[src/common/gat_pkg.sv]
`default_nettype none

package gat_pkg;

  // Sizes
  localparam int unsigned NUM_FEAT    = 4;
  localparam int unsigned FEAT_W      = 12;
  localparam int unsigned ACC_W       = 32;
  localparam int unsigned FEAT_ADDR_W = 6;   // 64 memory words
  localparam int unsigned WGT_IDX_W   = 2;
  localparam int unsigned FLAG_W      = 6;

  // One feature or weight element
  typedef logic [FEAT_W-1:0] feat_t;

  // Element 0 sits in the lowest bits
  typedef logic [NUM_FEAT-1:0][FEAT_W-1:0] feat_vec_t;

  // Products, sums and stored words wrap modulo 2**ACC_W
  typedef logic [ACC_W-1:0] acc_t;

  typedef logic [FEAT_ADDR_W-1:0] feat_addr_t;
  typedef logic [WGT_IDX_W-1:0]   wgt_idx_t;

  // Node address watched by the debug monitor
  localparam feat_addr_t WATCH_ADDR = 6'd10;

  typedef enum logic [2:0] {
    IDLE,
    DMVM_REQ,
    DMVM_REL,
    AGGR_REQ,
    AGGR_REL,
    HOST_ACK
  } seq_state_t;

endpackage

`default_nettype wire

[src/aggr/aggr_unit.sv]
`timescale 1ns/1ns
`default_nettype none

module aggr_unit (
  input  wire                 clk,
  input  wire                 rst_n,
  input  wire                 aggr_req_i,
  input  gat_pkg::acc_t       aggr_value_i,
  input  gat_pkg::feat_addr_t aggr_addr_i,
  input  wire                 aggr_last_i,
  input  gat_pkg::feat_addr_t rd_addr_i,
  output logic                aggr_ack_o,
  output gat_pkg::acc_t       rd_data_o,
  output logic                wr_en_o,
  output gat_pkg::feat_addr_t wr_addr_o,
  output gat_pkg::acc_t       wr_data_o
);

  gat_pkg::acc_t mem_q [2**gat_pkg::FEAT_ADDR_W];

  logic                ack_q;
  logic                wr_en_q;
  gat_pkg::acc_t       sum_q;     // Running sum of the current node
  gat_pkg::feat_addr_t wr_addr_q;
  gat_pkg::acc_t       wr_data_q;
  gat_pkg::acc_t       rd_data_q;

  logic          start;
  gat_pkg::acc_t total;

  assign start = aggr_req_i && !ack_q;
  assign total = sum_q + aggr_value_i;

  always_ff @(posedge clk or negedge rst_n) begin
    if (!rst_n) begin
      ack_q   <= 1'b0;
      wr_en_q <= 1'b0;
      sum_q   <= '0;
    end else begin
      wr_en_q <= 1'b0;   // Write strobe lasts one cycle
      if (start) begin
        ack_q <= 1'b1;
        if (aggr_last_i) begin
          sum_q   <= '0;
          wr_en_q <= 1'b1;
        end else begin
          sum_q <= total;
        end
      end else if (ack_q && !aggr_req_i) begin
        ack_q <= 1'b0;
      end
    end
  end

  // Feature memory and write payload
  always_ff @(posedge clk) begin
    if (start && aggr_last_i) begin
      mem_q[aggr_addr_i] <= total;
      wr_addr_q          <= aggr_addr_i;
      wr_data_q          <= total;
    end
    rd_data_q <= mem_q[rd_addr_i];
  end

  assign aggr_ack_o = ack_q;
  assign rd_data_o  = rd_data_q;
  assign wr_en_o    = wr_en_q;
  assign wr_addr_o  = wr_addr_q;
  assign wr_data_o  = wr_data_q;

endmodule

`default_nettype wire

[src/dmvm/dmvm_engine.sv]
`timescale 1ns/1ns
`default_nettype none

module dmvm_engine (
  input  wire                 clk,
  input  wire                 rst_n,
  input  wire                 wgt_we_i,
  input  gat_pkg::wgt_idx_t   wgt_idx_i,
  input  gat_pkg::feat_t      wgt_data_i,
  input  wire                 dmvm_req_i,
  input  gat_pkg::feat_vec_t  dmvm_feat_i,
  output logic                dmvm_ack_o,
  output gat_pkg::acc_t       dmvm_result_o
);

  gat_pkg::feat_t wgt_q [gat_pkg::NUM_FEAT];

  logic                     busy_q;
  logic                     ack_q;
  logic [gat_pkg::WGT_IDX_W:0] step_q;   // Counts 0 to NUM_FEAT
  gat_pkg::acc_t            acc_q;

  gat_pkg::wgt_idx_t idx;
  gat_pkg::acc_t     prod;

  // Weight register file, written only between commands
  always_ff @(posedge clk) begin
    if (wgt_we_i) begin
      wgt_q[wgt_idx_i] <= wgt_data_i;
    end
  end

  assign idx  = step_q[gat_pkg::WGT_IDX_W-1:0];
  assign prod = gat_pkg::acc_t'(wgt_q[idx]) * gat_pkg::acc_t'(dmvm_feat_i[idx]);

  always_ff @(posedge clk or negedge rst_n) begin
    if (!rst_n) begin
      busy_q <= 1'b0;
      ack_q  <= 1'b0;
      step_q <= '0;
      acc_q  <= '0;
    end else begin
      if (busy_q) begin
        if (step_q < (gat_pkg::WGT_IDX_W+1)'(gat_pkg::NUM_FEAT)) begin
          acc_q  <= acc_q + prod;   // One MAC per cycle
          step_q <= step_q + 1'b1;
        end else begin
          busy_q <= 1'b0;
          ack_q  <= 1'b1;
        end
      end else if (ack_q) begin
        if (!dmvm_req_i) ack_q <= 1'b0;
      end else if (dmvm_req_i) begin
        // New request starts from a clean accumulator
        busy_q <= 1'b1;
        step_q <= '0;
        acc_q  <= '0;
      end
    end
  end

  assign dmvm_ack_o    = ack_q;
  assign dmvm_result_o = acc_q;

endmodule

`default_nettype wire

[src/hdl/debug_monitor.sv]
`timescale 1ns/1ns
`default_nettype none

module debug_monitor (
  input  wire                      clk,
  input  wire                      rst_n,
  input  wire                      cmd_req_i,
  input  wire                      cmd_ack_i,
  input  wire                      dmvm_req_i,
  input  wire                      dmvm_ack_i,
  input  wire                      aggr_req_i,
  input  wire                      aggr_ack_i,
  input  wire                      wr_en_i,
  input  gat_pkg::feat_addr_t      wr_addr_i,
  input  gat_pkg::acc_t            wr_data_i,
  output logic [gat_pkg::FLAG_W-1:0] debug_flags_o,
  output gat_pkg::acc_t            debug_count_o,
  output gat_pkg::acc_t            debug_capture_o
);

  logic [gat_pkg::FLAG_W-1:0] flags_q;
  logic [gat_pkg::FLAG_W-1:0] lines;
  logic                       cmd_ack_d;
  gat_pkg::acc_t              count_q;
  gat_pkg::acc_t              capture_q;

  // Bit order from high to low is cmd_req, cmd_ack, dmvm_req, dmvm_ack, aggr_req, aggr_ack
  assign lines = {cmd_req_i, cmd_ack_i, dmvm_req_i, dmvm_ack_i, aggr_req_i, aggr_ack_i};

  always_ff @(posedge clk or negedge rst_n) begin
    if (!rst_n) begin
      flags_q   <= '0;
      cmd_ack_d <= 1'b0;
      count_q   <= '0;
      capture_q <= '0;
    end else begin
      flags_q   <= flags_q | lines;   // Sticky until reset
      cmd_ack_d <= cmd_ack_i;
      if (cmd_ack_i && !cmd_ack_d) begin
        count_q <= count_q + 1'b1;
      end
      if (wr_en_i && wr_addr_i == gat_pkg::WATCH_ADDR) begin
        capture_q <= wr_data_i;
      end
    end
  end

  assign debug_flags_o   = flags_q;
  assign debug_count_o   = count_q;
  assign debug_capture_o = capture_q;

endmodule

`default_nettype wire

[src/hdl/gat_layer_top.sv]
`timescale 1ns/1ns
`default_nettype none

module gat_layer_top (
  input  wire                      clk,
  input  wire                      rst_n,
  input  wire                      cmd_req_i,
  input  gat_pkg::feat_vec_t       cmd_feat_i,
  input  gat_pkg::feat_addr_t      cmd_addr_i,
  input  wire                      cmd_last_i,
  input  wire                      wgt_we_i,
  input  gat_pkg::wgt_idx_t        wgt_idx_i,
  input  gat_pkg::feat_t           wgt_data_i,
  input  gat_pkg::feat_addr_t      rd_addr_i,
  output logic                     cmd_ack_o,
  output gat_pkg::acc_t            rd_data_o,
  output logic [gat_pkg::FLAG_W-1:0] debug_flags_o,
  output gat_pkg::acc_t            debug_count_o,
  output gat_pkg::acc_t            debug_capture_o
);

  // dmvm stage port
  logic                dmvm_req;
  gat_pkg::feat_vec_t  dmvm_feat;
  logic                dmvm_ack;
  gat_pkg::acc_t       dmvm_result;

  // aggr stage port
  logic                aggr_req;
  gat_pkg::acc_t       aggr_value;
  gat_pkg::feat_addr_t aggr_addr;
  logic                aggr_last;
  logic                aggr_ack;

  // Memory write tap for the monitor
  logic                wr_en;
  gat_pkg::feat_addr_t wr_addr;
  gat_pkg::acc_t       wr_data;

  stage_sequencer u_seq (
    .clk           (clk),
    .rst_n         (rst_n),
    .cmd_req_i     (cmd_req_i),
    .cmd_feat_i    (cmd_feat_i),
    .cmd_addr_i    (cmd_addr_i),
    .cmd_last_i    (cmd_last_i),
    .dmvm_ack_i    (dmvm_ack),
    .dmvm_result_i (dmvm_result),
    .aggr_ack_i    (aggr_ack),
    .cmd_ack_o     (cmd_ack_o),
    .dmvm_req_o    (dmvm_req),
    .dmvm_feat_o   (dmvm_feat),
    .aggr_req_o    (aggr_req),
    .aggr_value_o  (aggr_value),
    .aggr_addr_o   (aggr_addr),
    .aggr_last_o   (aggr_last)
  );

  dmvm_engine u_dmvm (
    .clk           (clk),
    .rst_n         (rst_n),
    .wgt_we_i      (wgt_we_i),
    .wgt_idx_i     (wgt_idx_i),
    .wgt_data_i    (wgt_data_i),
    .dmvm_req_i    (dmvm_req),
    .dmvm_feat_i   (dmvm_feat),
    .dmvm_ack_o    (dmvm_ack),
    .dmvm_result_o (dmvm_result)
  );

  aggr_unit u_aggr (
    .clk          (clk),
    .rst_n        (rst_n),
    .aggr_req_i   (aggr_req),
    .aggr_value_i (aggr_value),
    .aggr_addr_i  (aggr_addr),
    .aggr_last_i  (aggr_last),
    .rd_addr_i    (rd_addr_i),
    .aggr_ack_o   (aggr_ack),
    .rd_data_o    (rd_data_o),
    .wr_en_o      (wr_en),
    .wr_addr_o    (wr_addr),
    .wr_data_o    (wr_data)
  );

  debug_monitor u_dbg (
    .clk             (clk),
    .rst_n           (rst_n),
    .cmd_req_i       (cmd_req_i),
    .cmd_ack_i       (cmd_ack_o),
    .dmvm_req_i      (dmvm_req),
    .dmvm_ack_i      (dmvm_ack),
    .aggr_req_i      (aggr_req),
    .aggr_ack_i      (aggr_ack),
    .wr_en_i         (wr_en),
    .wr_addr_i       (wr_addr),
    .wr_data_i       (wr_data),
    .debug_flags_o   (debug_flags_o),
    .debug_count_o   (debug_count_o),
    .debug_capture_o (debug_capture_o)
  );

endmodule

`default_nettype wire

[src/hdl/stage_sequencer.sv]
`timescale 1ns/1ns
`default_nettype none

module stage_sequencer (
  input  wire                 clk,
  input  wire                 rst_n,
  input  wire                 cmd_req_i,
  input  gat_pkg::feat_vec_t  cmd_feat_i,
  input  gat_pkg::feat_addr_t cmd_addr_i,
  input  wire                 cmd_last_i,
  input  wire                 dmvm_ack_i,
  input  gat_pkg::acc_t       dmvm_result_i,
  input  wire                 aggr_ack_i,
  output logic                cmd_ack_o,
  output logic                dmvm_req_o,
  output gat_pkg::feat_vec_t  dmvm_feat_o,
  output logic                aggr_req_o,
  output gat_pkg::acc_t       aggr_value_o,
  output gat_pkg::feat_addr_t aggr_addr_o,
  output logic                aggr_last_o
);

  gat_pkg::seq_state_t state_q;

  gat_pkg::feat_vec_t  feat_q;
  gat_pkg::feat_addr_t addr_q;
  logic                last_q;
  gat_pkg::acc_t       value_q;   // Dot product kept for the aggr stage

  always_ff @(posedge clk or negedge rst_n) begin
    if (!rst_n) begin
      state_q <= gat_pkg::IDLE;
    end else begin
      case (state_q)
        gat_pkg::IDLE:     if (cmd_req_i)   state_q <= gat_pkg::DMVM_REQ;
        gat_pkg::DMVM_REQ: if (dmvm_ack_i)  state_q <= gat_pkg::DMVM_REL;
        gat_pkg::DMVM_REL: if (!dmvm_ack_i) state_q <= gat_pkg::AGGR_REQ;
        gat_pkg::AGGR_REQ: if (aggr_ack_i)  state_q <= gat_pkg::AGGR_REL;
        gat_pkg::AGGR_REL: if (!aggr_ack_i) state_q <= gat_pkg::HOST_ACK;
        gat_pkg::HOST_ACK: if (!cmd_req_i)  state_q <= gat_pkg::IDLE;
        default:                            state_q <= gat_pkg::IDLE;
      endcase
    end
  end

  // Command is captured on the way out of IDLE
  always_ff @(posedge clk) begin
    if (state_q == gat_pkg::IDLE && cmd_req_i) begin
      feat_q <= cmd_feat_i;
      addr_q <= cmd_addr_i;
      last_q <= cmd_last_i;
    end
    if (state_q == gat_pkg::DMVM_REQ && dmvm_ack_i) begin
      value_q <= dmvm_result_i;   // Result is valid while ack is high
    end
  end

  assign dmvm_req_o = (state_q == gat_pkg::DMVM_REQ);
  assign aggr_req_o = (state_q == gat_pkg::AGGR_REQ);
  assign cmd_ack_o  = (state_q == gat_pkg::HOST_ACK);

  assign dmvm_feat_o  = feat_q;
  assign aggr_value_o = value_q;
  assign aggr_addr_o  = addr_q;
  assign aggr_last_o  = last_q;

endmodule

`default_nettype wire

[config.mk]
export PLATFORM = sky130hd
export DESIGN_NAME = gat_layer_top
export DESIGN_NICKNAME = d
export VERILOG_FILES = /design/src/common/gat_pkg.sv /design/src/aggr/aggr_unit.sv /design/src/dmvm/dmvm_engine.sv /design/src/hdl/debug_monitor.sv /design/src/hdl/gat_layer_top.sv /design/src/hdl/stage_sequencer.sv
export SDC_FILE = /design/constraint.sdc
export NUM_CORES = 2
export LEC_CHECK = 0
export ABC_AREA = 1
export BUFFER_PORTS_ARGS = -buffer_cell sky130_fd_sc_hd__buf_4
export CAP_MARGIN = 20
export CORE_ASPECT_RATIO = 0.9
export CORE_MARGIN = 1.5
export CORE_UTILIZATION = 40
export DETAILED_ROUTE_END_ITERATION = 6
export HOLD_SLACK_MARGIN = 0.1
export PLACE_DENSITY_LB_ADDON = 0.08
export SLEW_MARGIN = 20
export SYNTH_ARGS = -nofsm -noshare
export SYNTH_HDL_FRONTEND = slang
export SYNTH_SLANG_ARGS = --single-unit
[constraint.sdc]
create_clock -name clk -period 11.8 [get_ports clk]
set_input_delay 0 -clock clk [delete_from_list [all_inputs] [get_ports clk]]
set_output_delay 0 -clock clk [all_outputs]
set_load 0.02 [all_outputs]
==> flow_metrics.py <==
metrics = {
    "critical_path": {
        "start_kind": "flip-flop",
        "crit_fanout": 50,
        "cp.required_ns": 12.53,
        "critical_path_class": "reg2reg",
        "crit_arrival_ns": 7.49,
        "end_kind": "flip-flop",
    },
    "clock_tree": {
        "clk_latency_ns": 0.87,
        "tritoncts": "yes",
        "cts.path.max_buffers": 4,
        "cts_root_buffer": "clkbuf_16",
        "cts_sinks": 2398,
        "clk_pin_slew_ns": 0.06,
        "numCtsBuffers": 273,
        "post_cts_resized": 0,
        "htreeDepth": 5,
    },
    "logic_synthesis": {
        "ys_seq_area_share_pct": 68.8,
        "synthDistinctLibCells": 45,
        "synth_most_common_cell": "nand2_1",
        "ys_async_sr_fraction_pct": 6.05,
        "yosys.area.top_type": "edfxtp_1",
        "ys_warn_count": 0,
        "synthFlopType": "edfxtp_1",
        "syn-num-nets": 9334,
        "synthCells": 9029,
        "synth.cell_area_mm2": 0.103,
        "synth_area_leaders": "edfxtp_1, nand2_1, nand3_1, dfrtp_1, fa_1",
        "syn_avg_cell_area_um2": 11.4,
        "synth-seq-cells": 2398,
        "synth-edff-count": 2221,
        "synth.top_cell.area_share_pct": 64.7,
        "synth_top_cells_by_count": "nand2_1, edfxtp_1, nand3_1",
    },
    "sta": {
        "hold_viol": 0,
        "fin_tns_setup_ns": 0,
        "slew_headroom_pct": 24.5,
        "fmax_mhz": 148,
        "min_period_ns": 6.77,
        "clock_skew_ns": 0.0628,
        "tightestPinTransition_ns": 1.13,
        "period_share_pct": 57.3,
        "rsz0062_at_grt": "false",
        "maxSlewViolCount": 0,
        "setup_viol": 0,
    },
    "grt": {
        "track_usage_pct": 24.0,
        "grt.overflow.total": 0,
        "antenna_found_initial": 17,
        "first_global_vias": 66200,
        "grt_pass1_wl_um": 463000,
        "grt_max_degree": 197,
        "use_met3_pct": 2.98,
        "met1_usage_pct": 34.3,
        "grtUsageMet2_pct": 38.7,
        "busiest_layer": "met2",
    },
    "floorplanning": {
        "core_area_mm2": 0.256,
        "row_count": 176,
        "initial_utilization_pct": 40.3,
        "dieArea_mm2": 0.261,
        "io_pins": 182,
        "die_h_um": 485,
        "die_x_um": 538,
    },
    "drt": {
        "ant_nets": 0,
        "drt_iter0_drc": 6420,
        "drt-vias-per-instance": 5.32,
        "drc_errors": 0,
        "vias": 68700,
        "wl_per_cell_um": 24.7,
        "drt_first_pass_iters": 5,
        "drt-total-wl_um": 319000,
    },
    "final_layout": {
        "multiInputGateArea_mm2": 0.0287,
        "seq_area_mm2": 0.0710,
        "area_growth_pct": 14.9,
        "layout.nets": 9632,
        "fillerInstances": 23300,
        "drive_gt1_share_pct": 9.23,
    },
    "placed_design": {
        "dp_hpwl_um": 170000,
        "gp_congestion": 0.818,
        "io_buffers": 181,
    },
    "outcome": {
        "status": "completed",
    },
    "min_path": {
        "hold_class": "in2reg",
    },
    "job": {
        "maxCapViolCount": 0,
    },
}
final timing paths:
path	startpoint	end	slack, ns	cells after the start
setup / recovery	u_dmvm.step_q[0]$_DFFE_PN0P_	u_dmvm.dmvm_result_o[28]$_DFFE_PN0P_	5.03	22
hold / removal	rd_addr_i[1]	u_aggr.rd_data_o[23]$_DFF_P_	0.19	7
setup reg to reg	u_dmvm.step_q[0]$_DFFE_PN0P_	u_dmvm.dmvm_result_o[28]$_DFFE_PN0P_	5.03	22
hold reg to reg	u_dmvm.dmvm_result_o[13]$_DFFE_PN0P_	u_seq.aggr_value_o[13]$_DFFE_PP_	0.45	0
max in group asynchronous	rst_n	u_dbg.debug_count_o[15]$_DFFE_PN0P_	10.91	5
min in group asynchronous	rst_n	u_dmvm.step_q[1]$_DFFE_PN0P_	0.29	4
cells by family after synthesis:
| logic type | Yosys count | share of synthesized area, % |
|---|---|---|
| compound gates | 152 | 0.939 |
| xor+xnor | 53 | 0.450 |
| fa+ha+maj | 226 | 3.64 |
| buf+inv | 955 | 4.00 |
| flops | 2398 | 68.8 |
| mux | 32 | 0.349 |
| simple gates | 5213 | 21.8 |
final cells by class:
| cell class | instances | area share (%) |
|---|---|---|
| inverters | 474 | 1.53 |
| clock inverters | 112 | 0.731 |
| repair buffers | 504 | 3.70 |
| well taps | 3382 | 3.57 |
| flip-flops and latches | 2398 | 59.9 |
| clock buffers | 365 | 6.29 |
| diodes | 10 | 0.0211 |
| multi-input cells | 5676 | 24.3 |
layer usage:
metal / part of all wire (%) / vias up
met2: 47 / 1978
met3: 5.3 / 408
met1: 45 / 34400
met4: 2.7 / 0
li1: - / 31900
met5: 0 / -
flip-flops by register name (all words and copies together) (netlist names), 3 cells and up:
register               count
u_dmvm.wgt_q              48
u_dmvm.step_q              3
u_aggr.sum_q              32
u_seq.dmvm_feat_o         48
u_dbg.debug_count_o       32
u_aggr.wr_addr_o           6
u_seq.aggr_value_o        32
u_aggr.rd_data_o          32
u_seq.aggr_addr_o          6
u_dbg.debug_flags_o        6
u_aggr.mem_q            2048
u_dmvm.dmvm_result_o      32
u_seq.state_q              3
u_aggr.wr_data_o          32
u_dbg.debug_capture_o     32
what timing repair did:
action                                 in CTS  in global routing
hold buffers                              149                  0
setup buffers                               0                  0
endpoints found under the hold margin     296                  0
critical path, cell delays in order, from the launching register on:
cell and delay [ns]:
dfrtp_1 0.35, buf_4 0.28, inv_2 0.61, nand2_1 0.11, a32oi_1 0.93, nand2_1 0.21, fa_1 0.55, fa_1 0.54
inv_1 0.07, fa_1 0.49, fa_1 0.49, inv_1 0.05, fa_1 0.47, inv_1 0.04, ha_1 0.34, nand2_1 0.17
inv_1 0.05, a21oi_1 0.23, nand3_1 0.19, nand2_1 0.14, nand2_1 0.08, a21oi_1 0.14, nor2_1 0.06
per-stage QoR:
| step | cells | hold slack [ns] | instance area (µm²) | utilization (%) | setup slack (ns) |
|---|---|---|---|---|---|
| finish | 12900 | 0.185 | 118000 | 46.3 | 5.03 |
| global route | 12900 | 0.164 | 118000 | 46.3 | 4.57 |
| CTS | 12900 | 0.100 | 118000 | 46.3 | 5.04 |
| detailed placement | 12300 | 0.144 | 109000 | 42.4 | 5.04 |
| global placement | 12300 | 0.133 | 109000 | 42.4 | 5.09 |
| floorplan | 9029 | -0.296 | 103000 | - | 5.42 |
cell usage in the layout, fill, tap and decap left out, types with 70 or more instances in the layout:
master and instances:
nand2_1 2785, edfxtp_1 2221, nand3_1 2050, inv_1 451, buf_4 335, clkbuf_16 280, nor2_1 191, dlygate4sd3_1 148
dfrtp_1 145, fa_1 123, ha_1 101, a21oi_1 70, clkbuf_1 70
Power is left out: the tool's default activity adds up to more than one toggle a clock period on the data nets, which glitch-free logic cannot reach.
